## src/mem_bus_pkg.sv

```systemverilog
////////////////////////////////////////////////////////////////////////////
// Game memory bus definitions
// Byte type and request opcodes shared by the loader, CPU port, arbiter
////////////////////////////////////////////////////////////////////////////

package mem_bus_pkg;

	// Data path width of the game memory
	localparam int BYTE_W = 8;

	typedef logic [BYTE_W-1:0] byte_t;

	// Request opcode carried on the request interface
	typedef enum logic {
		MEM_READ  = 1'b0,
		MEM_WRITE = 1'b1
	} mem_op_e;

endpackage

```

## src/bus_ifs.sv

```systemverilog
////////////////////////////////////////////////////////////////////////////
// Memory bus interfaces
// Peer request bus into the arbiter and the arbiter to RAM bus
////////////////////////////////////////////////////////////////////////////

// Request held until gnt, read data one cycle after the grant
interface mem_req_if import mem_bus_pkg::*; #(
	parameter int ADDR_W = 12
) ();
	logic              req;
	mem_op_e           op;
	logic [ADDR_W-1:0] addr;
	byte_t             wdata;
	logic              gnt;
	byte_t             rdata;

	modport master (output req, op, addr, wdata, input gnt, rdata);
	modport slave  (input req, op, addr, wdata, output gnt, rdata);
endinterface

// Plain single-port RAM access, one cycle read latency
interface ram_if import mem_bus_pkg::*; #(
	parameter int ADDR_W = 12
) ();
	logic              en;
	logic              we;
	logic [ADDR_W-1:0] addr;
	byte_t             wdata;
	byte_t             rdata;

	modport master (output en, we, addr, wdata, input rdata);
	modport slave  (input en, we, addr, wdata, output rdata);
endinterface

```

## src/mem_arbiter.sv

```systemverilog
////////////////////////////////////////////////////////////////////////////
// Game memory arbiter
// Fixed priority, the loader always wins over the CPU port
////////////////////////////////////////////////////////////////////////////

module mem_arbiter import mem_bus_pkg::*; #(
	parameter int ADDR_W = 12
) (
	input  logic     clk,
	input  logic     reset_nes,
	mem_req_if.slave loader,
	mem_req_if.slave cpu,
	ram_if.master    ram
);

	logic              cpu_gnt;
	logic              loader_last, cpu_last;  // Owner of the read in flight
	logic [ADDR_W-1:0] sel_addr;
	mem_op_e           sel_op;

	assign loader.gnt = loader.req;
	assign cpu_gnt    = cpu.req && !loader.req;
	assign cpu.gnt    = cpu_gnt;

	assign sel_addr  = loader.req ? loader.addr : cpu.addr;
	assign sel_op    = loader.req ? loader.op : cpu.op;

	assign ram.en    = loader.req || cpu.req;
	assign ram.we    = ram.en && (sel_op == MEM_WRITE);
	assign ram.addr  = sel_addr;
	assign ram.wdata = loader.req ? loader.wdata : cpu.wdata;

	always_ff @(posedge clk) begin
		if (reset_nes) begin
			loader_last <= 1'b0;
			cpu_last    <= 1'b0;
		end else begin
			loader_last <= loader.req;
			cpu_last    <= cpu_gnt;
		end
	end

	// Read data back to last cycle's winner
	assign loader.rdata = loader_last ? ram.rdata : '0;
	assign cpu.rdata    = cpu_last ? ram.rdata : '0;

endmodule

```

## src/flat_wrapper.sv

```systemverilog
// flat-port wrapper written by rule: the top's interface ports become plain ports
module mem_arbiter_flat import mem_bus_pkg::*;
#(
	parameter int ADDR_W = 12
)
  (clk, reset_nes, loader_req, loader_op, loader_addr, loader_wdata, loader_gnt, loader_rdata, cpu_req, cpu_op, cpu_addr, cpu_wdata, cpu_gnt, cpu_rdata, ram_en, ram_we, ram_addr, ram_wdata, ram_rdata);
  mem_req_if #(.ADDR_W(ADDR_W)) loader_i ();
  mem_req_if #(.ADDR_W(ADDR_W)) cpu_i ();
  ram_if #(.ADDR_W(ADDR_W)) ram_i ();
  input  logic clk;
  input  logic reset_nes;
  input wire logic [$bits(loader_i.req)-1:0] loader_req;
  input wire logic [$bits(loader_i.op)-1:0] loader_op;
  input wire logic [$bits(loader_i.addr)-1:0] loader_addr;
  input wire logic [$bits(loader_i.wdata)-1:0] loader_wdata;
  output wire logic [$bits(loader_i.gnt)-1:0] loader_gnt;
  output wire logic [$bits(loader_i.rdata)-1:0] loader_rdata;
  input wire logic [$bits(cpu_i.req)-1:0] cpu_req;
  input wire logic [$bits(cpu_i.op)-1:0] cpu_op;
  input wire logic [$bits(cpu_i.addr)-1:0] cpu_addr;
  input wire logic [$bits(cpu_i.wdata)-1:0] cpu_wdata;
  output wire logic [$bits(cpu_i.gnt)-1:0] cpu_gnt;
  output wire logic [$bits(cpu_i.rdata)-1:0] cpu_rdata;
  output wire logic [$bits(ram_i.en)-1:0] ram_en;
  output wire logic [$bits(ram_i.we)-1:0] ram_we;
  output wire logic [$bits(ram_i.addr)-1:0] ram_addr;
  output wire logic [$bits(ram_i.wdata)-1:0] ram_wdata;
  input wire logic [$bits(ram_i.rdata)-1:0] ram_rdata;
  assign loader_i.req = loader_req;
  assign loader_i.op = loader_op;
  assign loader_i.addr = loader_addr;
  assign loader_i.wdata = loader_wdata;
  assign loader_gnt = loader_i.gnt;
  assign loader_rdata = loader_i.rdata;
  assign cpu_i.req = cpu_req;
  assign cpu_i.op = cpu_op;
  assign cpu_i.addr = cpu_addr;
  assign cpu_i.wdata = cpu_wdata;
  assign cpu_gnt = cpu_i.gnt;
  assign cpu_rdata = cpu_i.rdata;
  assign ram_en = ram_i.en;
  assign ram_we = ram_i.we;
  assign ram_addr = ram_i.addr;
  assign ram_wdata = ram_i.wdata;
  assign ram_i.rdata = ram_rdata;
  mem_arbiter #(.ADDR_W(ADDR_W)) u_core (.clk(clk), .reset_nes(reset_nes), .loader(loader_i), .cpu(cpu_i), .ram(ram_i));
endmodule
```

## config.mk

```make
export PLATFORM = sky130hd
export DESIGN_NAME = mem_arbiter_flat
export DESIGN_NICKNAME = d
export VERILOG_FILES = /design/src/mem_bus_pkg.sv /design/src/bus_ifs.sv /design/src/mem_arbiter.sv /design/src/flat_wrapper.sv
export SDC_FILE = /design/constraint.sdc
export NUM_CORES = 1
export LEC_CHECK = 0
export ABC_CLOCK_PERIOD_IN_PS = 800
export BUFFER_PORTS_ARGS = -buffer_cell sky130_fd_sc_hd__buf_2
export CORE_AREA = 2 2 48 50
export CTS_BUF_LIST = sky130_fd_sc_hd__clkbuf_4
export DETAILED_ROUTE_END_ITERATION = 12
export DIE_AREA = 0 0 50 52
export PLACE_DENSITY = 0.76
export SETUP_SLACK_MARGIN = 0.2
export SYNTH_ARGS = -nofsm -noshare
export SYNTH_HDL_FRONTEND = slang
export SYNTH_SLANG_ARGS = --single-unit
```

## constraint.sdc

```tcl
create_clock -name clk -period 0.8 [get_ports clk]
set_input_delay 0.04 -clock clk [delete_from_list [all_inputs] [get_ports clk]]
set_output_delay 0.04 -clock clk [all_outputs]
set_load 0.05 [all_outputs]
```

# Yosys cells after proc, flatten, opt, wreduce, memory -nomap -nowiden
# Index checks and enable logic that the tools add are counted.
[totals] regBits=2 input_bits=54 elab_cells=11
[classes] muxes=5 reduce_logical=4
[ops] cell="$mux W8" count=3
[ops] cell="$mux W12" count=1
[ops] cell="$logic_and A1 B1 Y1" count=2
[ops] cell="$logic_not A1 Y1" count=1
[ops] cell="$logic_or A1 B1 Y1" count=1
[ops] cell="$mux W1" count=1

# Logic depth before layout (Yosys ltp)
# Gate-level depths: netlist of run 1.
[logic_depth] depth_word=2 mapped_depth=3 ltp_nobuf=2

# Worst setup path after synthesis of run 1
# OpenSTA, ideal clock, no wires.
[synth_timing] path_type="input port to output port" from="in loader_req" to="out ram_we" arrival_ns=1.459 slack_ns=-0.699 cell_stages=3 path_buffers=1 path_cell_list="buf_6 -> nor2b_1 -> a22o_1"
[synth_between] elab_chain_cells=2 elab_cells_between_ends=3
[synth_rtl] element="from (decl)" line_no="flat_wrapper.sv:12" source="input wire logic [$bits(loader_i.req)-1:0] loader_req;"
[synth_rtl] element="$mux W1 / $logic_or A1 B1 Y1 (equally long branches)" line_no="mem_arbiter.sv:26, mem_arbiter.sv:28"
[synth_rtl] element="$logic_and A1 B1 Y1 (*)" line_no="mem_arbiter.sv:29" source="assign ram.we = ram.en && (sel_op == MEM_WRITE);"
[synth_rtl] element="to (decl)" line_no="flat_wrapper.sv:25" source="output wire logic [$bits(ram_i.we)-1:0] ram_we;"
# Mark *: on every way between the ends. The rest lies on a longest branch, timed or not.

# Worst setup path after layout of run 1
[layout_timing] from="reg u_core.cpu_last" to="out cpu_rdata[1]"
[layout_between] elab_chain_cells=1
[layout_rtl] element="from (decl)" line_no="mem_arbiter.sv:17" source="logic loader_last, cpu_last;"
[layout_rtl] element="from (signal assigned)" line_no="mem_arbiter.sv:39" source="cpu_last <= cpu_gnt;"
[layout_rtl] element="$mux W8" line_no="mem_arbiter.sv:45" source="assign cpu.rdata = cpu_last ? ram.rdata : '0;"
[layout_rtl] element="to (decl)" line_no="flat_wrapper.sv:23" source="output wire logic [$bits(cpu_i.rdata)-1:0] cpu_rdata;"
# Every way passes these cells.

==> results of run 1 <==
-- kinds of logic (layout without fill, tap and decap cells) --
kind of cell | count (synthesis) | after routing | share of synthesized area [%]
mux | 20 | 20 | 57.3
buf+inv | 4 | 102 | 8.19
compound gates | 1 | 1 | 1.74
simple gates | 20 | 20 | 24.8
flops | 2 | 2 | 7.94
-- layout make-up --
class | instances | area share [%]
Clock buffer | 3 | 1.44
Timing Repair Buffer | 99 | 61.9
Tap cell | 28 | 2.23
Sequential cell | 2 | 3.03
Multi-Input combinational cell | 41 | 31.4
-- path summary, 6_finish.rpt --
check | end | cells after the start | startpoint | slack, ns
worst max-delay path | cpu_rdata[1] | 2 | u_core.cpu_last | -0.14
worst min-delay path | u_core.loader_last | 2 | reset_nes | -0.02
-- placed cells by master (no fill, tap or decap) --
| cell | n |
|---|---|
| a22o_4 | 1 |
| and2_4 | 16 |
| buf_12 | 2 |
| buf_16 | 2 |
| buf_2 | 52 |
| buf_6 | 8 |
| buf_8 | 35 |
| clkbuf_4 | 3 |
| dfxtp_4 | 2 |
| mux2_4 | 20 |
| nor2b_1 | 2 |
| nor2b_4 | 1 |
| or2_4 | 1 |
-- per-stage QoR --
stage / hold WS (ns) / instances / power, uW / utilization (%)
after floorplan: 0.102 / 47 / 786 / -
after global placement: 0.205 / 167 / 1010 / 50.6
after detailed placement: 0.209 / 167 / 1020 / 50.6
after CTS: -0.0254 / 172 / 1570 / 73.1
after global routing: -0.0243 / 173 / 1650 / 74.5
final: -0.0201 / 173 / 1580 / 74.5
-- registers in the layout (all words and copies together), names as in the netlist --
register / cells
u_core.cpu_last: 1
u_core.loader_last: 1
-- where the power goes --
| group | switching (uW) | internal, uW |
|---|---|---|
| logic | 636 | 610 |
| clock network | 53.4 | 165 |
| registers | 9.51 | 102 |
| total | 699 | 878 |
-- repair_timing --
item,CTS,global route
endpoints found under the setup margin,40,39
endpoints found under the hold margin,2,2
resized for setup,121,7
pin swaps,3,0
setup buffers,0,1
gates cloned,2,0
-- routing by layer --
| metal | vias up | GRT usage, % | part of all wire, % |
|---|---|---|---|
| met5 | - | 0 | 0 |
| met4 | 0 | 5.09 | 0.38 |
| met3 | 2 | 6.32 | 11 |
| met2 | 62 | 37.9 | 58 |
| met1 | 321 | 16.2 | 31 |
| li1 | 357 | - | - |
==> impl_metrics.yaml, run 1 <==
status:
  status: "complete, but fails checks"
  violations: "negative hold slack, negative setup slack"
timing:
  final.setup.tns_ns: -2.02
  whs_ns: -0.0201
  setup_viol_count_final: 22
  hold_viol: 2
  maxSlewHeadroom_pct: 91.7
  period_needed_ns: 0.940
  rsz0062_at_grt: "true"
  fin_ws_ns: -0.140
  min_period_over_period_pct: 118
  worst_slew_pin_slew_ns: 0.125
  fmax_mhz: 1060
  slew_viol_final: 0
floorplanning:
  placementRows: 17
  die-area_um2: 2600
  die_h_um: 52
  start_util_pct: 23.9
  die_x_um: 50
  ioPinCount: 94
  core_area_um2: 2110
layout:
  fin_area_um2: 1570
  area_growth_pct: 211
  seq_area_um2: 47.5
  nets: 201
  num_antenna_cells: 0
  final_layout_size_suffix_gt1_share_pct: 98.6
  multi_input_area_um2: 493
  nFillCells: 140
detailed_routing:
  vias_per_cell: 4.29
  drc: 0
  vias: 742
  ant_nets: 0
  drt_first_iter_violations: 4
  firstDrtPassIters: 2
  wirelength_um: 2390
  wl_per_cell_um: 13.8
clocking:
  cts_made_buffers: 3
  clockBufferDepth: 2
  clkSinkCount: 2
  htreeDepth: 1
  clk_pin_slew_ns: 0.03
  root_buffer: "clkbuf_4"
  cts_tree: "done"
yosys:
  ys_seq_area_share_pct: 7.94
  syn_avg_cell_area_um2: 10.7
  synth-edff-count: 0
  synth-main-ff-cell: "dfxtp_1"
  synth_commonest_cells: "mux2_4, and2_1, buf_6, mux2_2, nor2b_1"
  syn_area_um2: 504
  synth_cell_type_count: 9
  synth.area.top_cells: "mux2_4, and2_1, dfxtp_1"
  syn-num-nets: 101
  synth_most_common_cell: "mux2_4"
  syn-instance-count: 47
  synth_top_area_share_pct: 50.6
  synth_warnings: 0
  yosysTopAreaCell: "mux2_4"
  ys_ff_latch: 2
  ys_async_sr_fraction_pct: 0
power:
  power_density_nw_per_um2: 1000
  peakVddDrop_mv: 0.790
  leakagePower_uw: 0.000843
placement:
  dpl_cell_area_um2: 1060
  gp_congestion: 0.712
  io_buffers: 93
  dp_hpwl_um: 1600
  place_ws_ns: -0.113
global_route:
  grt-ovfl-total: 0
  grt_pass1_vias: 812
  antenna_found_initial: 0
  grtUsageTotal_pct: 18.3
  grt_pass1_wl_um: 3580
  grt_max_degree: 9
min_path:
  hold_path.class: "in2reg"
setup_path:
  cpPeakStageDelay_ns: 0.37
  crit_slowest_cell: "dfxtp_4"
  cp_top_family: "flip-flops"
  worstPathBufferInverterCount: 1
  end_kind: "output port"
  critical_path_class: "reg2out"
  worstPathArrival_ns: 0.90
  cp.required_ns: 0.76
  start_kind: "flip-flop"
  critPathMaxFanout: 8
  crit_chain: "and2_4 -> buf_8"
job:
  cap_violations: 0
No activity file was read; power rests on OpenSTA's default activity.
==> run 2, diff against run 1 <==
Settings changed: CORE_AREA 2 2 48 50 to 2 2 56 42, DIE_AREA 0 0 50 52 to 0 0 58 44, PLACE_DENSITY 0.76 to 0.79.
==> run 2 against run 1 <==
  * Wire length shrank 6.6%
  * Critical path depth stayed put
  * Combinational power hardly changed
  * Largest power group unchanged
  * Flip-flop and latch count did not move
  * Via count is 0.81% higher
  * Largest cell class unchanged
  * Worst setup slack gained 0.0058 ns
  * Clock-buffer cell count unchanged
  * First-iteration DRC count increased by 25%
  * Highest routed layer unchanged
  * The flow still finishes with violations (negative hold slack, negative setup slack)
  * Die area decreased by 1.8%
  * Sequential share of layout area barely moved
  * Final cell count is 1.2% lower
==> impl_metrics.yaml, run 2 (synthesis results as in run 1) <==
detailed_routing:
  wl_per_cell_um: 13.1
  wirelength_um: 2230
  vias_per_cell: 4.37
  drc: 0
  firstDrtPassIters: 3
  vias: 748
  ant_nets: 0
  drt_first_iter_violations: 5
global_route:
  antenna_found_initial: 0
  grt-ovfl-total: 0
  grt_max_degree: 9
  grtUsageTotal_pct: 17.2
  grt_pass1_vias: 785
  grt_pass1_wl_um: 3330
status:
  status: "complete, but fails checks"
  violations: "negative hold slack, negative setup slack"
clocking:
  clk_pin_slew_ns: 0.03
  cts_tree: "done"
  clockBufferDepth: 2
  htreeDepth: 1
  cts_made_buffers: 3
  root_buffer: "clkbuf_4"
  clkSinkCount: 2
layout:
  final_common_cell: "buf_2"
  final_cell_mix: "buf_2, buf_8, mux2_4, and2_4, buf_6"
  largestRegisters: "u_core.cpu_last: 1 flops, u_core.loader_last: 1 flops"
  nFillCells: 141
  num_antenna_cells: 0
  area_growth_pct: 211
  final_util_pct: 77.1
  final_layout_size_suffix_gt1_share_pct: 98.6
  nets: 203
timing:
  worst_slew_pin_slew_ns: 0.247
  whs_ns: -0.0169
  rsz0062_at_grt: "true"
  fmax_mhz: 1070
  min_period_over_period_pct: 117
  slew_viol_final: 0
  setup_viol_count_final: 20
  hold_viol: 2
  maxSlewHeadroom_pct: 83.6
  period_needed_ns: 0.935
  fin_ws_ns: -0.135
job:
  cap_violations: 0
placement:
  gp_congestion: 0.671
  io_buffers: 93
setup_path:
  end_kind: "output port"
  critical_path_class: "reg2out"
  worstPathArrival_ns: 0.89
  cp.required_ns: 0.76
  critPathMaxFanout: 8
  start_kind: "flip-flop"
min_path:
  hold_path.class: "in2reg"
power:
  power_density_nw_per_um2: 1000
  leakagePower_uw: 0.000849
  design_power_total_uw: 1570
  peakVddDrop_mv: 0.811
floorplanning:
  ioPinCount: 94
  placementRows: 14
  die_x_um: 58
  die_h_um: 44
  core_area_um2: 2030
  die-area_um2: 2550
  start_util_pct: 24.8
==> run 2: cell count changes in the layout (fill, tap and decap cells not counted) <==
cell | previous run | this run
buf_6 | 8 | 14
buf_8 | 35 | 29
buf_12 | 2 | 3
buf_2 | 52 | 53
==> run 2: path summary, 6_finish.rpt <==
check	start	end	slack (ns)	cells past startpoint
max	u_core.loader_last	loader_rdata[4]	-0.13	2
min	reset_nes	u_core.loader_last	-0.02	2
==> run 2: worst max-delay path: stages (launching register included) <==
cell	delay [ns]
dfxtp_4	0.37
and2_4	0.16
buf_8	0.14
==> run 2: cell type report <==
| cell class | instances | area, um^2 | area share [%] |
|---|---|---|---|
| sequential | 2 | 47.5 | 3.04 |
| timing repair buffer | 101 | 973 | 62.1 |
| multi-input combinational | 41 | 493 | 31.5 |
| tap | 24 | 30.0 | 1.92 |
| clock buffer | 3 | 22.5 | 1.44 |
==> run 2: through the flow <==
| step | cell area, um^2 | std cells | setup WS (ns) | hold WS [ns] | setup TNS, ns |
|---|---|---|---|---|---|
| after CTS | 1540 | 169 | -0.140 | -0.0312 | -2.12 |
| after floorplan | 574 | 47 | 0.0346 | 0.102 | 0 |
| final | 1570 | 171 | -0.135 | -0.0169 | -2.00 |
| after detailed placement | 1070 | 163 | -0.157 | 0.209 | -2.85 |
| after global placement | 1070 | 163 | -0.134 | 0.206 | -2.38 |
| after global routing | 1570 | 171 | -0.163 | -0.0200 | -2.61 |
==> run 2: power by group <==
part / switching, uW / internal, uW / total, uW
Clock: 56.0 / 165 / 221
Combinational: 628 / 605 / 1230
Sequential: 9.63 / 102 / 112
==> run 2: metal layers <==
metal | up-vias | global-route usage [%] | part of all wire (%)
met5 | - | 0 | 0
met1 | 335 | 17.1 | 33
li1 | 359 | - | -
met3 | 2 | 2.39 | 9.1
met4 | 0 | 6.98 | 0.67
met2 | 52 | 35.5 | 57
==> run 2: what timing repair did <==
action                                 4_1_cts  5_1_grt
gates resized for setup                    117        3
setup buffers                                1        2
cloned                                       2        0
endpoints found under the hold margin        2        2
setup endpoints to repair                   39       40
pin swaps                                    4        2
==> run 3, diff against run 2 <==
Settings changed: REMOVE_ABC_BUFFERS set to 1, SLEW_MARGIN set to 10.
==> run 3 against run 2 <==
  * The flow still finishes with violations (negative hold slack, negative setup slack)
  * Combinational power about the same
  * Worst setup slack better by 0.0042 ns
  * Clock power about the same
  * Wire length about the same
  * Utilization down 2.0 points
  * Via count unchanged
  * Sequential share of layout area up 0.080 points
  * Non-clock buffer count down 3
  * Global-route usage up 0.31 points
  * Flip-flop and latch count unchanged
  * Critical path type unchanged
  * Critical endpoint is now cpu_rdata[7]
  * Largest power group unchanged
  * Highest routed layer unchanged
==> impl_metrics.yaml, run 3 (synthesis results as in run 1) <==
global_route:
  grt_max_degree: 9
  grt_pass1_wl_um: 3380
  grtUsageTotal_pct: 17.5
  grt_pass1_vias: 829
  antenna_found_initial: 0
  grt-ovfl-total: 0
floorplanning:
  die-area_um2: 2550
  core_area_um2: 2030
  die_h_um: 44
  die_x_um: 58
  placementRows: 14
  start_util_pct: 24.8
  ioPinCount: 94
min_path:
  min_to: "u_core.loader_last"
  holdPathStages: 2
  hold_path.class: "in2reg"
  worstHoldStart: "reset_nes"
layout:
  final_common_cell: "buf_2"
  largestRegisters: "u_core.cpu_last: 1 flops, u_core.loader_last: 1 flops"
  final_util_pct: 75.1
  final_layout_size_suffix_gt1_share_pct: 96.5
  nets: 200
  num_antenna_cells: 0
  final_cells: 168
  final_cell_mix: "buf_2, buf_8, mux2_4, and2_4, buf_6"
  area_growth_pct: 203
  fin_area_um2: 1530
clocking:
  cts_made_buffers: 3
  htreeDepth: 1
  clk_pin_slew_ns: 0.03
  root_buffer: "clkbuf_4"
  cts_setup_buffers: 0
  clockBufferDepth: 2
  clkSinkCount: 2
  cts_tree: "done"
setup_path:
  critPathMaxFanout: 8
  cpPeakStageDelay_ns: 0.37
  critical_path_class: "reg2out"
  crit_slowest_cell: "dfxtp_4"
  crit_chain: "and2_1 -> buf_6"
  cp.required_ns: 0.76
  end_kind: "output port"
  start_kind: "flip-flop"
  worstPathArrival_ns: 0.89
power:
  power_density_nw_per_um2: 1020
  peakVddDrop_mv: 0.842
  design_power_total_uw: 1550
  leakagePower_uw: 0.000827
detailed_routing:
  ant_nets: 0
  drt_first_iter_violations: 4
  firstDrtPassIters: 3
  drc: 0
  vias: 748
  wirelength_um: 2240
  wl_per_cell_um: 13.3
  vias_per_cell: 4.45
timing:
  period_needed_ns: 0.930
  fmax_mhz: 1070
  fin_ws_ns: -0.130
  worst_slew_pin_slew_ns: 0.247
  hold_viol: 2
  min_period_over_period_pct: 116
  slew_viol_final: 0
  setup_viol_count_final: 17
  final.setup.tns_ns: -1.92
  rsz0062_at_grt: "true"
  maxSlewHeadroom_pct: 83.6
  whs_ns: -0.0192
placement:
  placedCellCount: 163
  gp_congestion: 0.683
  dpl_cell_area_um2: 993
  io_buffers: 93
status:
  status: "complete, but fails checks"
  violations: "negative hold slack, negative setup slack"
job:
  cap_violations: 0
## run 3: cell types whose count changed in the layout (fill, tap and decap cells not counted), sizes merged
cell,change
buf,-3
## run 3: area by class of cell
cell class | count | area [um^2]
multi-input combinational | 41 | 479
clock buffer | 3 | 22.5
fill | 128 | 505
sequential | 2 | 47.5
tap | 24 | 30.0
timing repair buffer | 98 | 947
## run 3: layer usage
metal	GRT usage [%]	share of wire (%)	vias to the layer above
met1	13.8	27	338
met3	3.28	10	2
met5	0	0	-
met2	39.8	62	54
met4	7.91	0.85	0
li1	-	-	354
## run 3: report_power, final
group / leakage (uW) / internal [uW] / total [uW] / switching, uW
Combinational: 0.000795 / 597 / 1220 / 626
Clock: 0.0000138 / 165 / 220 / 55.2
Sequential: 0.0000178 / 102 / 111 / 8.98
Total: 0.000827 / 864 / 1550 / 690
## run 3: worst max-delay path by stage
stage,slack (ns),from,cells past startpoint,endpoint
final,-0.13,u_core.cpu_last,2,cpu_rdata[7]
after global placement,-0.10,loader_req,4,ram_wdata[7]
after global routing,-0.17,u_core.cpu_last,2,cpu_rdata[7]
after floorplan,-0.60,cpu_req,2,ram_we
after detailed placement,-0.12,loader_req,4,ram_addr[10]
after CTS,-0.14,u_core.cpu_last,2,cpu_rdata[7]
## run 3: worst max-delay path, delay by kind of cell, from the launching register on
family	cells	cell delay (ns)
and+or+nand+nor	1	0.14
buffers and inverters	1	0.16
DFF	1	0.37
## run 3: metrics by stage
step	setup slack (ns)	hold WS [ns]
floorplan	-0.596	0.0800
global placement	-0.100	0.215
detailed placement	-0.118	0.219
CTS	-0.139	-0.0316
global route	-0.167	-0.0183
finish	-0.130	-0.0192
## run 3: timing repair
item                       CTS  global route
pin swaps                    4             5
setup endpoints to repair   40            39
gates cloned                 2             0
resized for setup          125            18
hold endpoints to repair     2             2
