**src/mem_bus_pkg.sv**
```systemverilog
////////////////////////////////////////////////////////////////////////////
// Game memory bus definitions
// Byte type and request opcodes shared by the loader, CPU port, arbiter
////////////////////////////////////////////////////////////////////////////

package mem_bus_pkg;

	// Data path width of the game memory
	localparam int BYTE_W = 8;

	typedef logic [BYTE_W-1:0] byte_t;

	// Request opcode carried on the request interface
	typedef enum logic {
		MEM_READ  = 1'b0,
		MEM_WRITE = 1'b1
	} mem_op_e;

endpackage

```
**src/ines_pkg.sv**
```systemverilog
////////////////////////////////////////////////////////////////////////////
// iNES loader definitions
// Loader states, header signature, download addresses and the layout of
// the mapper flags word
////////////////////////////////////////////////////////////////////////////

package ines_pkg;

	typedef enum logic [2:0] {
		S_HEADER = 3'd0,
		S_PRG    = 3'd1,
		S_CHR    = 3'd2,
		S_ERROR  = 3'd3,
		S_DONE   = 3'd4
	} load_state_e;

	localparam int HDR_LEN = 16;                 // Header bytes before payload

	// "NES" followed by the MS-DOS EOF byte
	localparam logic [31:0] NES_MAGIC = 32'h4E45_531A;

	// Download port register map
	localparam logic [7:0] DL_DATA_ADDR    = 8'h00;
	localparam logic [7:0] DL_RESTART_ADDR = 8'h04;

	////////////////////////////////////////////////////////////////////////////
	// Mapper flags word, unlisted bits read as zero
	////////////////////////////////////////////////////////////////////////////
	localparam int FLAG_MAPPER_LSB    = 0;       // 8 bit mapper number
	localparam int FLAG_PRG_SIZE_LSB  = 8;       // 3 bit size code
	localparam int FLAG_CHR_SIZE_LSB  = 11;      // 3 bit size code
	localparam int FLAG_MIRROR        = 14;
	localparam int FLAG_CHR_RAM       = 15;
	localparam int FLAG_FOUR_SCREEN   = 16;
	localparam int FLAG_SUBMAPPER_LSB = 17;      // NES 2.0 byte 8
	localparam int FLAG_SAVES         = 25;      // Battery backed RAM

endpackage

```
**src/bus_ifs.sv**
```systemverilog
////////////////////////////////////////////////////////////////////////////
// Memory bus interfaces
// Peer request bus into the arbiter and the arbiter to RAM bus
////////////////////////////////////////////////////////////////////////////

// Request held until gnt, read data one cycle after the grant
interface mem_req_if import mem_bus_pkg::*; #(
	parameter int ADDR_W = 12
) ();
	logic              req;
	mem_op_e           op;
	logic [ADDR_W-1:0] addr;
	byte_t             wdata;
	logic              gnt;
	byte_t             rdata;

	modport master (output req, op, addr, wdata, input gnt, rdata);
	modport slave  (input req, op, addr, wdata, output gnt, rdata);
endinterface


```
**src/ines_loader.sv**
```systemverilog
////////////////////////////////////////////////////////////////////////////
// iNES cartridge loader
// APB download slave that parses the 16 byte header, then copies PRG and
// CHR pages into game memory and reports the mapper flags
////////////////////////////////////////////////////////////////////////////

module ines_loader import mem_bus_pkg::*, ines_pkg::*; #(
	parameter int ADDR_W        = 12,
	parameter int PRG_PAGE_LOG2 = 8,
	parameter int CHR_PAGE_LOG2 = 7,
	parameter int CHR_BASE      = 2048
) (
	input  logic        clk,
	input  logic        reset_nes,
	input  logic        psel,
	input  logic        penable,
	input  logic        pwrite,
	input  logic [7:0]  paddr,
	input  byte_t       pwdata,
	output byte_t       prdata,
	output logic        pready,
	output logic        pslverr,
	input  logic        invert_mirroring,
	output logic [31:0] mapper_flags,
	output logic        busy,
	output logic        done,
	output logic        error,
	mem_req_if.master   mem
);

	// Each region may take up half of the memory
	localparam int PRG_MAX = 2 ** (ADDR_W - 1 - PRG_PAGE_LOG2);
	localparam int CHR_MAX = 2 ** (ADDR_W - 1 - CHR_PAGE_LOG2);
	localparam int CNT_W   = $clog2(HDR_LEN);

	load_state_e       state;
	byte_t             hdr [0:HDR_LEN-1];
	logic [CNT_W-1:0]  hdr_cnt;
	logic [ADDR_W-1:0] mem_addr;
	logic [ADDR_W-1:0] bytes_left;
	logic [ADDR_W-1:0] prg_bytes, chr_bytes;
	logic              access, data_wr, restart;
	logic              hdr_ok, is_nes20, is_dirty;
	logic [31:0]       flags;

	// Smallest k with count <= 2^k, capped at 7
	function automatic logic [2:0] size_code(input byte_t count);
		logic [2:0] code;
		code = 3'd7;
		for (int k = 6; k >= 1; k--) begin
			if (count <= (9'd1 << k))
				code = 3'(k);
		end
		if (count <= 8'd1)
			code = 3'd0;
		return code;
	endfunction

	assign access  = psel && penable;
	assign restart = access && pwrite && (paddr == DL_RESTART_ADDR);
	assign data_wr = access && pwrite && (paddr == DL_DATA_ADDR);
	assign busy    = (state == S_PRG) || (state == S_CHR);

	assign prg_bytes = ADDR_W'(int'(hdr[4]) << PRG_PAGE_LOG2);
	assign chr_bytes = ADDR_W'(int'(hdr[5]) << CHR_PAGE_LOG2);

	// Signature, no trainer, both regions fit
	assign hdr_ok = ({hdr[0], hdr[1], hdr[2], hdr[3]} == NES_MAGIC) && !hdr[6][2]
		&& (int'(hdr[4]) <= PRG_MAX) && (int'(hdr[5]) <= CHR_MAX);

	////////////////////////////////////////////////////////////////////////////
	// APB side
	////////////////////////////////////////////////////////////////////////////
	assign prdata = byte_t'(state);

	always_comb begin
		pready  = 1'b0;
		pslverr = 1'b0;
		if (access) begin
			if (!pwrite || restart) begin
				pready = 1'b1;
			end else if (paddr != DL_DATA_ADDR) begin
				pready  = 1'b1;                      // Unmapped register
				pslverr = 1'b1;
			end else begin
				case (state)
					S_HEADER:     pready = 1'b1;
					S_PRG, S_CHR: pready = mem.gnt;  // Stretched by the arbiter
					default: begin
						pready  = 1'b1;
						pslverr = 1'b1;
					end
				endcase
			end
		end
	end

	// Payload bytes go straight to memory
	assign mem.req   = data_wr && busy;
	assign mem.op    = MEM_WRITE;
	assign mem.addr  = mem_addr;
	assign mem.wdata = pwdata;

	always_ff @(posedge clk) begin
		if (state == S_HEADER && data_wr)
			hdr[hdr_cnt] <= pwdata;
	end

	always_ff @(posedge clk) begin
		if (reset_nes || restart) begin
			state      <= S_HEADER;
			hdr_cnt    <= '0;
			mem_addr   <= '0;
			bytes_left <= '0;
			done       <= 1'b0;
			error      <= 1'b0;
		end else begin
			case (state)
				S_HEADER: if (data_wr) begin
					hdr_cnt <= hdr_cnt + 1'b1;
					if (hdr_cnt == CNT_W'(HDR_LEN - 1)) begin
						if (!hdr_ok) begin
							state <= S_ERROR;
							error <= 1'b1;
							done  <= 1'b1;
						end else if (hdr[4] != '0) begin
							state      <= S_PRG;
							mem_addr   <= '0;
							bytes_left <= prg_bytes;
						end else if (hdr[5] != '0) begin
							state      <= S_CHR;
							mem_addr   <= ADDR_W'(CHR_BASE);
							bytes_left <= chr_bytes;
						end else begin
							state <= S_DONE;
							done  <= 1'b1;
						end
					end
				end
				S_PRG, S_CHR: if (data_wr && mem.gnt) begin
					mem_addr   <= mem_addr + 1'b1;
					bytes_left <= bytes_left - 1'b1;
					if (bytes_left == ADDR_W'(1)) begin   // Last byte of the stage
						if (state == S_PRG && hdr[5] != '0) begin
							state      <= S_CHR;
							mem_addr   <= ADDR_W'(CHR_BASE);
							bytes_left <= chr_bytes;
						end else begin
							state <= S_DONE;
							done  <= 1'b1;
						end
					end
				end
				default: ;                              // Held until restart
			endcase
		end
	end

	////////////////////////////////////////////////////////////////////////////
	// Mapper flags
	////////////////////////////////////////////////////////////////////////////
	assign is_nes20 = (hdr[7][3:2] == 2'b10);
	assign is_dirty = !is_nes20 && ((hdr[9][7:1] != '0) || (hdr[10] != '0)
		|| (hdr[11] != '0) || (hdr[12] != '0) || (hdr[13] != '0)
		|| (hdr[14] != '0) || (hdr[15] != '0));

	always_comb begin
		flags = '0;
		flags[FLAG_MAPPER_LSB +: 8]    = {is_dirty ? 4'h0 : hdr[7][7:4], hdr[6][7:4]};
		flags[FLAG_PRG_SIZE_LSB +: 3]  = size_code(hdr[4]);
		flags[FLAG_CHR_SIZE_LSB +: 3]  = size_code(hdr[5]);
		flags[FLAG_MIRROR]             = hdr[6][0] ^ invert_mirroring;
		flags[FLAG_CHR_RAM]            = (hdr[5] == '0);
		flags[FLAG_FOUR_SCREEN]        = hdr[6][3];
		flags[FLAG_SUBMAPPER_LSB +: 8] = is_nes20 ? hdr[8] : 8'h00;
		flags[FLAG_SAVES]              = hdr[6][1];
	end

	assign mapper_flags = (done && !error) ? flags : '0;  // Only a good load reports

endmodule

```
**src/flat_wrapper.sv**
```systemverilog
// flat-port wrapper written by rule: the top's interface ports become plain ports
module ines_loader_flat import mem_bus_pkg::*, ines_pkg::*;
#(
	parameter int ADDR_W        = 12,
	parameter int PRG_PAGE_LOG2 = 8,
	parameter int CHR_PAGE_LOG2 = 7,
	parameter int CHR_BASE      = 2048
)
  (clk, reset_nes, psel, penable, pwrite, paddr, pwdata, prdata, pready, pslverr, invert_mirroring, mapper_flags, busy, done, error, mem_req, mem_op, mem_addr, mem_wdata, mem_gnt, mem_rdata);
  mem_req_if #(.ADDR_W(ADDR_W)) mem_i ();
  input  logic clk;
  input  logic reset_nes;
  input  logic psel;
  input  logic penable;
  input  logic pwrite;
  input  logic [7:0] paddr;
  input  byte_t pwdata;
  output byte_t prdata;
  output logic pready;
  output logic pslverr;
  input  logic invert_mirroring;
  output logic [31:0] mapper_flags;
  output logic busy;
  output logic done;
  output logic error;
  output wire logic [$bits(mem_i.req)-1:0] mem_req;
  output wire logic [$bits(mem_i.op)-1:0] mem_op;
  output wire logic [$bits(mem_i.addr)-1:0] mem_addr;
  output wire logic [$bits(mem_i.wdata)-1:0] mem_wdata;
  input wire logic [$bits(mem_i.gnt)-1:0] mem_gnt;
  input wire logic [$bits(mem_i.rdata)-1:0] mem_rdata;
  assign mem_req = mem_i.req;
  assign mem_op = mem_i.op;
  assign mem_addr = mem_i.addr;
  assign mem_wdata = mem_i.wdata;
  assign mem_i.gnt = mem_gnt;
  assign mem_i.rdata = mem_rdata;
  ines_loader #(.ADDR_W(ADDR_W), .PRG_PAGE_LOG2(PRG_PAGE_LOG2), .CHR_PAGE_LOG2(CHR_PAGE_LOG2), .CHR_BASE(CHR_BASE)) u_core (.clk(clk), .reset_nes(reset_nes), .psel(psel), .penable(penable), .pwrite(pwrite), .paddr(paddr), .pwdata(pwdata), .prdata(prdata), .pready(pready), .pslverr(pslverr), .invert_mirroring(invert_mirroring), .mapper_flags(mapper_flags), .busy(busy), .done(done), .error(error), .mem(mem_i));
endmodule
```
**config.mk**
```make
export PLATFORM = sky130hd
export DESIGN_NAME = ines_loader_flat
export DESIGN_NICKNAME = d
export VERILOG_FILES = /design/src/mem_bus_pkg.sv /design/src/ines_pkg.sv /design/src/bus_ifs.sv /design/src/ines_loader.sv /design/src/flat_wrapper.sv
export SDC_FILE = /design/constraint.sdc
export NUM_CORES = 1
export LEC_CHECK = 0
export BUFFER_PORTS_ARGS = -buffer_cell sky130_fd_sc_hd__buf_2
export CAP_MARGIN = 0
export CORE_MARGIN = 2
export CORE_UTILIZATION = 45
export DETAILED_ROUTE_END_ITERATION = 10
export PLACE_DENSITY = 0.68
export SLEW_MARGIN = 20
export SYNTH_ARGS = -nofsm -noshare
export SYNTH_HDL_FRONTEND = slang
export SYNTH_SLANG_ARGS = --single-unit
export TNS_END_PERCENT = 1
```
**constraint.sdc**
```tcl
create_clock -name clk -period 2.81 [get_ports clk]
set_input_delay 0.281 -clock clk [delete_from_list [all_inputs] [get_ports clk]]
set_output_delay 0.281 -clock clk [all_outputs]
set_load 0.03 [all_outputs]
```
Yosys cells after proc, flatten, opt, wreduce, memory -nomap -nowiden
Memory sizes are Yosys's and may differ from the RTL's.
Index checks and enable logic that the tools add are counted.
- register bits: 33
- bits in latches: 0
- memory bits (writable): 128
- ROM bits: 0
- output and inout bits: 67
- memories: 1
- add/sub/neg operators: 3
- $mul: 0
- div/mod/pow operators: 0
- order comparisons: 16
- equality and inequality tests: 16
- shift-type cells: 0
- mux-type cells: 63
- bitwise logic cells: 2
- reduce and logical (&&, ||, !) cells: 47
- memories (memory ; words ; bits a word ; rd ports ; clocked after Yosys merged registers in ; wr ports ; line ; text):
    u_core.hdr ; 16 ; 8 ; 16 ; 0 ; 1 ; ines_loader.sv:37 ; byte_t hdr [0:HDR_LEN-1];
- operators by type and width (operator ; count):
    $mux W12 ; 16
    $reduce_bool A8 Y1 ; 9
    $mux W3 ; 16
    $pmux W12 S2 ; 2
    $eq A32 B31 Y1 const B ; 1
    $mux W26 ; 1
    $le A8 B4 Y1 const B ; 3
    $le A8 B5 Y1 const B ; 3
    $mux W1 ; 20
    $le A8 B1 Y1 const B ; 2
    $le A8 B2 Y1 const B ; 2
    $le A8 B3 Y1 const B ; 2
    $le A8 B6 Y1 const B ; 2
    $le A8 B7 Y1 const B ; 2
    $logic_not A8 Y1 ; 2
    $logic_and A1 B1 Y1 ; 13
    $add A12 B1 Y12 const B ; 1
    $eq A12 B1 Y1 const B ; 1
    $sub A12 B1 Y12 const B ; 1
    $logic_or A1 B1 Y1 ; 9
    $ne A3 B3 Y1 const B ; 3
    $eq A8 B3 Y1 const B ; 1
    $mux W2 ; 4
    $mux W8 ; 1
    23 further kinds ; 30

Logic depth before layout (Yosys ltp)
Gate-level depths: netlist of run 1.
An unclocked memory read counts as a cell.
- depth after elaboration: 11
- depth in mapped cells: 10

Worst setup path after synthesis of run 1
OpenSTA, ideal clock, no wires.
- kind: input port to flip-flop
- start point: input paddr[5]
- end point: memory u_core.hdr[3][0] (netlist bit) (enable)
- setup time: 0.383 ns
- arrival: 2.198 ns
- path slack: 0.228 ns
- stages: 5
- path through: or4_1 nand4bb_1 nor2_1 nand2_1 nor3_1
- cells in the longest elaborated chain, start to end: 5
- RTL lines (item ; line ; text):
    start: declaration ; flat_wrapper.sv:16 ; input logic [7:0] paddr;
    $logic_not A8 Y1 ; ines_loader.sv:61 ; assign data_wr = access && pwrite && (paddr == DL_DATA_ADDR);
    $logic_and A1 B1 Y1 ; ines_loader.sv:61 ;
    $logic_and A1 B1 Y1 ; ines_loader.sv:105 ; if (state == S_HEADER && data_wr)
    $mux W1 ; ines_loader.sv:105 ;
    $mux W1 (not written as such) ; ines_loader.sv:106 ; hdr[hdr_cnt] <= pwdata;
    end: declaration ; ines_loader.sv:37 ;
Every way passes these cells.

==> impl_metrics.prom, run 1 <==
# TYPE chip_impl_metric gauge
chip_impl_metric{name="vias_per_cell",unit=""} 5.73
chip_impl_metric{name="avgSynthCellArea",unit="um2"} 12.8
chip_impl_metric{name="clock_sinks",unit=""} 158
chip_impl_info{name="netlist.top_cell.by_area",value="sky130_fd_sc_hd__edfxtp_1"} 1
chip_impl_metric{name="antenna_violations_before_repair",unit=""} 0
chip_impl_metric{name="drv.max_cap_violation_count",unit=""} 0
chip_impl_metric{name="clk_pin_slew_worst_paths",unit="ns"} 0.06
chip_impl_metric{name="vdd.ir_drop.worst",unit="V"} 0.000684
chip_impl_metric{name="remaining_design_rule_violation_count",unit=""} 0
chip_impl_metric{name="period_needed",unit="ns"} 2.62
chip_impl_info{name="tritoncts",value="done"} 1
chip_impl_metric{name="min_period_over_period",unit="%"} 93.1
chip_impl_metric{name="critical_path_peak_fanout",unit=""} 27
chip_impl_metric{name="row_count",unit=""} 44
chip_impl_metric{name="synthesis.yosys.warnings",unit=""} 0
chip_impl_metric{name="required",unit="ns"} 3.13
chip_impl_metric{name="mappedNetlistArea",unit="um2"} 6750
chip_impl_metric{name="layout-area-overhead-vs-synth",unit="%"} 18.5
chip_impl_info{name="crit_path_cells",value="nor4b_1 -> nand4_1 -> or4_1 -> o31a_4 -> nor2b_1 -> a211oi_1"} 1
chip_impl_metric{name="dp_hpwl",unit="um"} 10200
chip_impl_metric{name="final_max_slew_viol_count",unit=""} 0
chip_impl_metric{name="floorplan.initialDensity",unit="%"} 46.3
chip_impl_metric{name="fmax",unit="MHz"} 382
chip_impl_metric{name="placeableCoreArea",unit="um2"} 14600
chip_impl_metric{name="whs",unit="ns"} 0.260
chip_impl_metric{name="summed_negative_setup_slack_over_all_endpoints",unit="ns"} 0
chip_impl_metric{name="final_hold_viol_count",unit=""} 0
chip_impl_metric{name="critical_path_arrival",unit="ns"} 2.94
chip_impl_metric{name="drt-total-wl",unit="um"} 15300
chip_impl_metric{name="async_reset_ff_share",unit="%"} 0
chip_impl_info{name="result_of_the_run",value="complete, no violations"} 1
chip_impl_metric{name="design_power_total",unit="W"} 0.00489
chip_impl_metric{name="slew_headroom",unit="%"} 50.1
chip_impl_info{name="crit_type",value="flip-flop to flip-flop"} 1
chip_impl_metric{name="number_of_setup_buffers_added_after_cts",unit=""} 0
chip_impl_metric{name="nNetsFinal",unit=""} 668
chip_impl_metric{name="antenna_violating_nets_post_route",unit=""} 0
chip_impl_metric{name="routed-via-count",unit=""} 4733
chip_impl_metric{name="clock_tree.htree_level_count",unit=""} 4
chip_impl_metric{name="clock_latency",unit="ns"} 0.41
chip_impl_metric{name="worst_slew_pin_slew",unit="ns"} 0.745
chip_impl_metric{name="die_h",unit="um"} 126
chip_impl_info{name="critical_path.slowest_cell",value="sky130_fd_sc_hd__or4_1"} 1
chip_impl_metric{name="num_antenna_cells",unit=""} 0
chip_impl_metric{name="gp_congestion",unit=""} 0.873
chip_impl_metric{name="final_core_util",unit="%"} 54.8
chip_impl_metric{name="report.final.setup_viol",unit=""} 0
chip_impl_metric{name="synth.lib_cells_used.distinct",unit=""} 72
chip_impl_metric{name="critical_path.max_stage_delay",unit="ns"} 0.59
chip_impl_metric{name="placed_cells",unit=""} 795
chip_impl_metric{name="instances_no_fill",unit=""} 826
chip_impl_metric{name="cts_buffers",unit=""} 17
chip_impl_metric{name="finClkSkew",unit="ns"} 0.00815
chip_impl_info{name="cp-end-kind",value="flip-flop"} 1
chip_impl_metric{name="ioPinCount",unit=""} 98
chip_impl_metric{name="placement.io_buffers",unit=""} 77
chip_impl_metric{name="synth.ff_latch_count",unit=""} 158
chip_impl_metric{name="firstDrtPassIters",unit=""} 5
chip_impl_metric{name="final_layout_size_suffix_gt1_share",unit="%"} 26.0
chip_impl_info{name="rsz0062_at_grt",value="false"} 1
chip_impl_metric{name="synth-seq-area-share",unit="%"} 65.4
chip_impl_metric{name="number_of_enable_type_register_cells_in_the_synthesized_netlist",unit=""} 125
chip_impl_info{name="ctsRootBufferMaster",value="sky130_fd_sc_hd__clkbuf_16"} 1
chip_impl_metric{name="cts-hold-fix-buffers",unit=""} 0
chip_impl_metric{name="clockBufferDepth",unit=""} 2
chip_impl_info{name="synthFlopType",value="sky130_fd_sc_hd__edfxtp_1"} 1
chip_impl_metric{name="drt_first_iter_violations",unit=""} 440
chip_impl_metric{name="synthCells",unit=""} 529
chip_impl_info{name="hold_path.class",value="primary input to flip-flop"} 1
chip_impl_metric{name="grt_pass1_wl",unit="um"} 24600
chip_impl_metric{name="grt_use_total",unit="%"} 19.8
chip_impl_metric{name="die-width",unit="um"} 126
chip_impl_metric{name="post_cts_resize_count",unit=""} 0
chip_impl_info{name="timing.critical_path.from_type",value="flip-flop"} 1
chip_impl_info{name="synth.top_cells.by_area",value="sky130_fd_sc_hd__edfxtp_1, sky130_fd_sc_hd__dfxtp_1, sky130_fd_sc_hd__nor2_1"} 1
chip_impl_metric{name="dieArea",unit="um2"} 16000
chip_impl_metric{name="synth_top_area_share",unit="%"} 55.6
chip_impl_metric{name="grt_start_max_net_pins",unit=""} 28
chip_impl_metric{name="grt_overflow",unit=""} 0
chip_impl_metric{name="drt-wirelength-per-cell",unit="um"} 18.5
chip_impl_metric{name="power.static_leakage",unit="nW"} 2.92
chip_impl_metric{name="first_global_vias",unit=""} 4609
chip_impl_metric{name="cellPowerDensity",unit="nW/um2"} 611
==> worst paths after layout <==
path / startpoint / end / slack [ns] / depth (start not counted)
setup / recovery: u_core.hdr[5][5] / u_core.bytes_left[8] / 0.19 / 6
hold / removal: reset_nes / u_core.done / 0.26 / 3
setup reg to reg: u_core.hdr[5][5] / u_core.bytes_left[8] / 0.19 / 6
hold reg to reg: u_core.mem.addr[1] / u_core.mem.addr[1] / 0.51 / 2
==> flip-flops by register name, summed over array words and instances (netlist names) <==
signal and count:
u_core.hdr 125, u_core.bytes_left 12, u_core.mem.addr 12, u_core.hdr_cnt 4, u_core.state 3, u_core.done 1, u_core.error 1
==> layer usage <==
layer,vias to the layer above,wire (um),GRT usage [%]
met1,2351,6910,26.5
met2,174,7460,32.3
met4,0,115,5.56
met3,14,827,4.89
met5,-,0,0
li1,2194,-,-
==> through the flow <==
step | setup WS (ns) | area, um2
final | 0.195 | 8000
after CTS | 0.191 | 8000
after detailed placement | 0.186 | 7410
after global placement | 0.229 | 7410
after floorplan | 0.228 | 6790
after global routing | 0.0219 | 8000
==> where the power goes <==
part | switching [W] | total (W) | internal (W) | leakage, nW
Combinational | 0.0000952 | 0.000118 | 0.0000224 | 1.26
Sequential | 0.0000000229 | 0.00252 | 0.00252 | 1.39
Clock | 0.000932 | 0.00225 | 0.00132 | 0.268
==> logic make-up (layout without fill, tap and decap cells) <==
logic type / Yosys count / in the layout / synth area share, %
and+or+nand+nor: 202 / 202 / 16.9
DFF: 158 / 158 / 65.4
AOI/OAI and AO/OA: 97 / 97 / 10.4
buffers and inverters: 51 / 154 / 4.23
xor gates and xnor gates: 10 / 10 / 1.30
adders and majority gates: 7 / 7 / 1.30
other: 2 / 12 / 0.111
muxes: 2 / 2 / 0.297
==> worst max-delay path: cells and delay by family, from the launching register on <==
family | cells | cell delay (ns)
and+or+nand+nor | 4 | 1.28
AOI/OAI and AO/OA | 2 | 0.75
DFF | 1 | 0.49
==> cells in the final DEF (no fill, tap or decap), types with 5 or more instances in the layout <==
| cell type | n |
|---|---|
| sky130_fd_sc_hd__nor4_1 | 18 |
| sky130_fd_sc_hd__conb_1 | 12 |
| sky130_fd_sc_hd__nor2b_1 | 11 |
| sky130_fd_sc_hd__o21ai_0 | 17 |
| sky130_fd_sc_hd__inv_1 | 13 |
| sky130_fd_sc_hd__o31ai_1 | 10 |
| sky130_fd_sc_hd__o211ai_2 | 7 |
| sky130_fd_sc_hd__buf_2 | 77 |
| sky130_fd_sc_hd__nand2b_1 | 6 |
| sky130_fd_sc_hd__a21oi_1 | 20 |
| sky130_fd_sc_hd__clkinvlp_4 | 6 |
| sky130_fd_sc_hd__nand3_1 | 12 |
| sky130_fd_sc_hd__and2_1 | 9 |
| sky130_fd_sc_hd__nor3_1 | 17 |
| sky130_fd_sc_hd__edfxtp_1 | 125 |
| sky130_fd_sc_hd__nor2_1 | 54 |
| sky130_fd_sc_hd__buf_4 | 33 |
| sky130_fd_sc_hd__xnor2_1 | 6 |
| sky130_fd_sc_hd__and3_1 | 14 |
| sky130_fd_sc_hd__clkbuf_16 | 17 |
| sky130_fd_sc_hd__nand4_1 | 7 |
| sky130_fd_sc_hd__ha_1 | 7 |
| sky130_fd_sc_hd__dfxtp_1 | 33 |
| sky130_fd_sc_hd__nor4b_1 | 5 |
| sky130_fd_sc_hd__o21ai_1 | 5 |
| sky130_fd_sc_hd__nand2_1 | 17 |
==> synth_stat cells (all sizes together) (9+ instances only) <==
library cell,n
o31ai,10
and3,15
a21oi,20
clkbuf,12
buf,26
nand2,17
dfxtp,33
edfxtp,125
nor3,17
nand3,12
o211ai,11
nor2b,11
nor2,56
inv,13
nor4,20
and2,9
o21ai,23
==> cell type report <==
type,instances,area [um2]
Timing Repair Buffer,110,633
Fill cell,1210,6590
Multi-Input combinational cell,330,2090
Tap cell,184,230
Clock inverter,14,159
Inverter,13,48.8
Sequential cell,158,4410
Clock buffer,17,425
Note: power is estimated with default switching activity, not from simulation.
==> run 2: changes to the inputs <==
Settings changed: RECOVER_POWER set to 25.
==> run 2 against run 1 <==
  * Sequential power about the same
  * First-iteration DRC count decreased by 6.4%
  * Cell area about the same
  * Highest routed layer unchanged
==> impl_metrics.prom, run 2 (synthesized netlist as in run 1, its figures left out) <==
# TYPE chip_impl_metric gauge
chip_impl_metric{name="dp_hpwl",unit="um"} 10200
chip_impl_metric{name="power.static_leakage",unit="nW"} 2.90
chip_impl_info{name="worst_hold_path.endpoint",value="u_core.done"} 1
chip_impl_metric{name="whs",unit="ns"} 0.261
chip_impl_metric{name="cellPowerDensity",unit="nW/um2"} 611
chip_impl_metric{name="clock_sinks",unit=""} 158
chip_impl_metric{name="min_period_over_period",unit="%"} 93.0
chip_impl_metric{name="floorplan.initialDensity",unit="%"} 46.3
chip_impl_metric{name="period_needed",unit="ns"} 2.61
chip_impl_metric{name="drt-total-wl",unit="um"} 15200
chip_impl_info{name="holdCritStartpoint",value="reset_nes"} 1
chip_impl_metric{name="cts-hold-fix-buffers",unit=""} 0
chip_impl_metric{name="critical_path_arrival",unit="ns"} 2.94
chip_impl_info{name="ctsRootBufferMaster",value="sky130_fd_sc_hd__clkbuf_16"} 1
chip_impl_metric{name="post_dp_cell_area",unit="um2"} 7410
chip_impl_metric{name="post_cts_resize_count",unit=""} 0
chip_impl_metric{name="remaining_design_rule_violation_count",unit=""} 0
chip_impl_metric{name="layout-area-overhead-vs-synth",unit="%"} 18.4
chip_impl_metric{name="final_max_slew_viol_count",unit=""} 0
chip_impl_info{name="reg2reg_to",value="u_core.bytes_left[11]"} 1
chip_impl_metric{name="ioPinCount",unit=""} 98
chip_impl_metric{name="clock_tree.htree_level_count",unit=""} 4
chip_impl_metric{name="clockBufferDepth",unit=""} 2
chip_impl_info{name="timing.critical_path.from_type",value="flip-flop"} 1
chip_impl_metric{name="required",unit="ns"} 3.13
chip_impl_metric{name="slew_headroom",unit="%"} 35.7
chip_impl_metric{name="worst-r2r-cell-count",unit=""} 6
chip_impl_metric{name="firstDrtPassIters",unit=""} 5
chip_impl_metric{name="cts_buffers",unit=""} 17
chip_impl_metric{name="reg2reg_setup_slack",unit="ns"} 0.20
chip_impl_metric{name="first_global_vias",unit=""} 4609
chip_impl_metric{name="largest_register_ffs",unit=""} 125
chip_impl_metric{name="clock_latency",unit="ns"} 0.41
chip_impl_info{name="crit_type",value="flip-flop to flip-flop"} 1
chip_impl_metric{name="placeableCoreArea",unit="um2"} 14600
chip_impl_metric{name="antenna_violating_nets_post_route",unit=""} 0
chip_impl_metric{name="placement.io_buffers",unit=""} 77
chip_impl_metric{name="dieArea",unit="um2"} 16000
chip_impl_metric{name="vdd.ir_drop.worst",unit="V"} 0.000678
chip_impl_metric{name="finClkSkew",unit="ns"} 0.00798
chip_impl_metric{name="drt_first_iter_violations",unit=""} 412
chip_impl_metric{name="critical_path_peak_fanout",unit=""} 27
chip_impl_info{name="regToRegStartpoint",value="u_core.hdr[5][5]"} 1
chip_impl_metric{name="num-fill-cells",unit=""} 1214
chip_impl_metric{name="row_count",unit=""} 44
chip_impl_info{name="tritoncts",value="done"} 1
chip_impl_info{name="rsz0062_at_grt",value="false"} 1
chip_impl_info{name="startpoint",value="u_core.hdr[5][5]"} 1
chip_impl_info{name="largest-register",value="u_core.hdr"} 1
chip_impl_metric{name="routed-via-count",unit=""} 4718
chip_impl_info{name="layout_common_cells",value="sky130_fd_sc_hd__edfxtp_1, sky130_fd_sc_hd__buf_2, sky130_fd_sc_hd__nor2_1"} 1
chip_impl_metric{name="grt_start_max_net_pins",unit=""} 28
chip_impl_metric{name="clk_pin_slew_worst_paths",unit="ns"} 0.06
chip_impl_metric{name="summed_negative_setup_slack_over_all_endpoints",unit="ns"} 0
chip_impl_metric{name="die_h",unit="um"} 126
chip_impl_metric{name="design_power_total",unit="W"} 0.00488
chip_impl_info{name="final_common_cell",value="sky130_fd_sc_hd__edfxtp_1"} 1
chip_impl_metric{name="grt_pass1_wl",unit="um"} 24600
chip_impl_metric{name="antenna_violations_before_repair",unit=""} 0
chip_impl_metric{name="vias_per_cell",unit=""} 5.71
chip_impl_metric{name="fmax",unit="MHz"} 383
chip_impl_metric{name="die-width",unit="um"} 126
chip_impl_metric{name="worst_slew_pin_slew",unit="ns"} 0.964
chip_impl_metric{name="final_core_util",unit="%"} 54.8
chip_impl_metric{name="number_of_setup_buffers_added_after_cts",unit=""} 0
chip_impl_info{name="cp-end-kind",value="flip-flop"} 1
chip_impl_metric{name="final_hold_viol_count",unit=""} 0
chip_impl_info{name="hold_path.class",value="primary input to flip-flop"} 1
chip_impl_metric{name="final_layout_size_suffix_gt1_share",unit="%"} 25.1
chip_impl_metric{name="drv.max_cap_violation_count",unit=""} 0
chip_impl_metric{name="num_antenna_cells",unit=""} 0
chip_impl_metric{name="report.final.setup_viol",unit=""} 0
chip_impl_metric{name="gp_congestion",unit=""} 0.873
chip_impl_metric{name="nNetsFinal",unit=""} 668
chip_impl_metric{name="grt_use_total",unit="%"} 19.8
chip_impl_metric{name="grt_overflow",unit=""} 0
chip_impl_info{name="result_of_the_run",value="complete, no violations"} 1
chip_impl_metric{name="drt-wirelength-per-cell",unit="um"} 18.4
chip_impl_metric{name="final_design_area_no_fill",unit="um2"} 7990
chip_impl_metric{name="min_path_cells",unit=""} 3
## run 2: layout make-up
class / count / area, um2 / share of cell area (%)
Sequential cell: 158 / 4410 / 55.3
Multi-Input combinational cell: 330 / 2090 / 26.1
Timing Repair Buffer: 110 / 626 / 7.83
Clock buffer: 17 / 425 / 5.32
Tap cell: 184 / 230 / 2.88
Clock inverter: 14 / 159 / 1.99
Inverter: 13 / 48.8 / 0.611
## run 2: stage by stage
| step | instances | worst slack, ns |
|---|---|---|
| 3_3_place_gp | 795 | 0.229 |
| 6_report | 826 | 0.196 |
| 5_1_grt | 826 | 0.0219 |
| 2_1_floorplan | 539 | 0.228 |
| 3_5_place_dp | 795 | 0.186 |
| 4_1_cts | 826 | 0.191 |
## run 2: how the worst max path moves through the flow
stage	slack, ns	to	depth (start not counted)
floorplan	0.23	u_core.hdr[3][0]	5
global placement	0.23	u_core.hdr[3][3]	7
detailed placement	0.19	u_core.hdr[3][2]	7
CTS	0.19	mapper_flags[5]	6
global route	0.02	mapper_flags[11]	6
finish	0.20	u_core.bytes_left[11]	6
## run 2: power by group
part / leakage (nW) / total [W] / switching [W] / internal, W
sequential: 1.39 / 0.00252 / 0.0000000229 / 0.00252
combinational: 1.25 / 0.000116 / 0.0000945 / 0.0000211
clock: 0.268 / 0.00225 / 0.000929 / 0.00132
total: 2.90 / 0.00488 / 0.00102 / 0.00386
## run 2: metal layers
metal / wire, um / vias to the layer above / share of wire (%) / GRT usage (%)
li1: - / 2193 / - / -
met1: 6850 / 2323 / 45 / 26.5
met2: 7320 / 190 / 48 / 32.3
met3: 949 / 12 / 6.2 / 4.89
met4: 103 / 0 / 0.68 / 5.56
met5: 0 / - / 0 / 0
## run 2: worst max-delay path, cell delays in order (launching register included)
cell	delay [ns]
sky130_fd_sc_hd__edfxtp_1	0.49
sky130_fd_sc_hd__nor4b_1	0.35
sky130_fd_sc_hd__nand4_1	0.15
sky130_fd_sc_hd__or4_1	0.60
sky130_fd_sc_hd__o31a_4	0.54
sky130_fd_sc_hd__nor2b_1	0.19
sky130_fd_sc_hd__a211oi_1	0.20
==> run 3: changes to the inputs <==
Settings changed: RECOVER_POWER 25 to 50, SLEW_MARGIN 20 to 5.
==> run 3 against run 2 <==
  * Sequential power about the same
  * Worst hold slack better by 0.0077 ns
  * Total power barely moved
  * Clock power hardly changed
  * Wire length rose by 0.22%
  * Utilization is 0.39 points lower
  * Final cell count is the same
  * Fmax is 0.50% higher
  * Combinational power hardly changed
  * Global-route usage stayed put
  * Critical endpoint is now u_core.bytes_left[8]
==> impl_metrics.prom, run 3 (synthesized netlist as in run 1, its figures left out) <==
# TYPE chip_impl_metric gauge
chip_impl_info{name="critical_path.slowest_cell",value="sky130_fd_sc_hd__or4_1"} 1
chip_impl_metric{name="die_h",unit="um"} 126
chip_impl_metric{name="gp_congestion",unit=""} 0.873
chip_impl_metric{name="drt-wirelength-per-cell",unit="um"} 18.5
chip_impl_metric{name="cts_buffers",unit=""} 17
chip_impl_info{name="tritoncts",value="done"} 1
chip_impl_info{name="cp-end-kind",value="flip-flop"} 1
chip_impl_metric{name="firstDrtPassIters",unit=""} 7
chip_impl_metric{name="critical_path.max_stage_delay",unit="ns"} 0.62
chip_impl_info{name="result_of_the_run",value="complete, no violations"} 1
chip_impl_metric{name="power.static_leakage",unit="nW"} 2.78
chip_impl_metric{name="critical_path_peak_fanout",unit=""} 27
chip_impl_metric{name="dp_hpwl",unit="um"} 10200
chip_impl_metric{name="grt_use_total",unit="%"} 19.8
chip_impl_metric{name="grt_overflow",unit=""} 0
chip_impl_metric{name="slew_headroom",unit="%"} 32.7
chip_impl_metric{name="finClkSkew",unit="ns"} 0.00888
chip_impl_info{name="crit_type",value="flip-flop to flip-flop"} 1
chip_impl_info{name="critPathTopFamily",value="simple AND/OR/NAND/NOR gates"} 1
chip_impl_info{name="hold_path.class",value="primary input to flip-flop"} 1
chip_impl_metric{name="placement.io_buffers",unit=""} 77
chip_impl_metric{name="fmax",unit="MHz"} 384
chip_impl_metric{name="clk_pin_slew_worst_paths",unit="ns"} 0.06
chip_impl_metric{name="final_design_area_no_fill",unit="um2"} 7930
chip_impl_metric{name="drv.max_cap_violation_count",unit=""} 0
chip_impl_info{name="final_common_cell",value="sky130_fd_sc_hd__edfxtp_1"} 1
chip_impl_info{name="largest-register",value="u_core.hdr"} 1
chip_impl_metric{name="first_global_vias",unit=""} 4609
chip_impl_metric{name="final_hold_viol_count",unit=""} 0
chip_impl_metric{name="report.final.setup_viol",unit=""} 0
chip_impl_metric{name="dieArea",unit="um2"} 16000
chip_impl_metric{name="min_period_over_period",unit="%"} 92.6
chip_impl_metric{name="vdd.ir_drop.worst",unit="V"} 0.000682
chip_impl_metric{name="whs",unit="ns"} 0.269
chip_impl_metric{name="number_of_setup_buffers_added_after_cts",unit=""} 0
chip_impl_metric{name="post_cts_resize_count",unit=""} 0
chip_impl_metric{name="final_max_slew_viol_count",unit=""} 0
chip_impl_metric{name="required",unit="ns"} 3.13
chip_impl_info{name="timing.critical_path.from_type",value="flip-flop"} 1
chip_impl_metric{name="cts-hold-fix-buffers",unit=""} 0
chip_impl_metric{name="ioPinCount",unit=""} 98
chip_impl_metric{name="grt_start_max_net_pins",unit=""} 28
chip_impl_metric{name="cellPowerDensity",unit="nW/um2"} 616
chip_impl_metric{name="layout-area-overhead-vs-synth",unit="%"} 17.5
chip_impl_metric{name="largest_register_ffs",unit=""} 125
chip_impl_metric{name="antenna_violating_nets_post_route",unit=""} 0
chip_impl_metric{name="row_count",unit=""} 44
chip_impl_metric{name="clock_latency",unit="ns"} 0.41
chip_impl_metric{name="routed-via-count",unit=""} 4694
chip_impl_metric{name="clock_sinks",unit=""} 158
chip_impl_metric{name="worst_slew_pin_slew",unit="ns"} 1.01
chip_impl_metric{name="vias_per_cell",unit=""} 5.68
chip_impl_metric{name="antenna_violations_before_repair",unit=""} 0
chip_impl_metric{name="clock_tree.htree_level_count",unit=""} 4
chip_impl_info{name="layout_common_cells",value="sky130_fd_sc_hd__edfxtp_1, sky130_fd_sc_hd__nor2_1, sky130_fd_sc_hd__buf_2"} 1
chip_impl_metric{name="drt-total-wl",unit="um"} 15300
chip_impl_metric{name="final_layout_size_suffix_gt1_share",unit="%"} 19.8
chip_impl_info{name="rsz0062_at_grt",value="false"} 1
chip_impl_metric{name="period_needed",unit="ns"} 2.60
chip_impl_metric{name="clockBufferDepth",unit=""} 2
chip_impl_metric{name="nNetsFinal",unit=""} 668
chip_impl_metric{name="critical_path_arrival",unit="ns"} 2.92
chip_impl_metric{name="crit_buf_inv",unit=""} 0
chip_impl_metric{name="post_dp_cell_area",unit="um2"} 7410
chip_impl_metric{name="placeableCoreArea",unit="um2"} 14600
chip_impl_metric{name="floorplan.initialDensity",unit="%"} 46.3
chip_impl_info{name="ctsRootBufferMaster",value="sky130_fd_sc_hd__clkbuf_16"} 1
chip_impl_metric{name="remaining_design_rule_violation_count",unit=""} 0
chip_impl_metric{name="drt_first_iter_violations",unit=""} 441
chip_impl_metric{name="summed_negative_setup_slack_over_all_endpoints",unit="ns"} 0
chip_impl_metric{name="num_antenna_cells",unit=""} 0
chip_impl_metric{name="die-width",unit="um"} 126
chip_impl_metric{name="grt_pass1_wl",unit="um"} 24600
chip_impl_info{name="crit_path_cells",value="nor4_1 -> nand2_1 -> or4_1 -> o31a_4 -> nor2b_1 -> a211oi_1"} 1
run 3: cell count changes in the layout (fill, tap and decap cells not counted), sizes merged:
cell	before	now
buf	104	71
clkbuf	23	56
run 3: final timing paths:
| kind | end | slack [ns] | cells past startpoint | from |
|---|---|---|---|---|
| setup reg to reg | u_core.bytes_left[8] | 0.21 | 6 | u_core.hdr[4][4] |
| setup / recovery | u_core.bytes_left[8] | 0.21 | 6 | u_core.hdr[4][4] |
| hold reg to reg | u_core.mem.addr[1] | 0.51 | 2 | u_core.mem.addr[1] |
| hold / removal | u_core.error | 0.27 | 3 | reset_nes |
run 3: metal layers:
metal	GRT usage [%]	part of all wire, %
met5	0	0
met4	5.56	0.67
met3	4.89	6.1
met2	32.3	48
met1	26.5	45
run 3: power by group:
group          internal, W  switching [W]  leakage (nW)
logic            0.0000191      0.0000946          1.12
registers          0.00252   0.0000000222          1.39
clock network      0.00132       0.000936         0.268
run 3: through the flow:
step / instances / worst slack, ns / util [%] / total power (W)
finish: 826 / 0.209 / 54.4 / 0.00489
floorplan: 539 / 0.228 / - / 0.00264
CTS: 826 / 0.191 / 54.8 / 0.00492
global route: 826 / 0.0219 / 54.4 / 0.00503
detailed placement: 795 / 0.186 / 50.8 / 0.00269
global placement: 795 / 0.229 / 50.8 / 0.00268
run 3: area by class of cell:
cell class	instances	area (um2)
Fill cell	1235	6660
Tap cell	184	230
Inverter	13	48.8
Multi-Input combinational cell	330	2080
Clock inverter	14	159
Clock buffer	17	425
Timing Repair Buffer	110	574
Sequential cell	158	4410
run 3: tightest hold or removal path, cell delays in order:
cell	delay, ns
sky130_fd_sc_hd__buf_2	0.10
sky130_fd_sc_hd__a31oi_1	0.12
sky130_fd_sc_hd__o21a_1	0.14
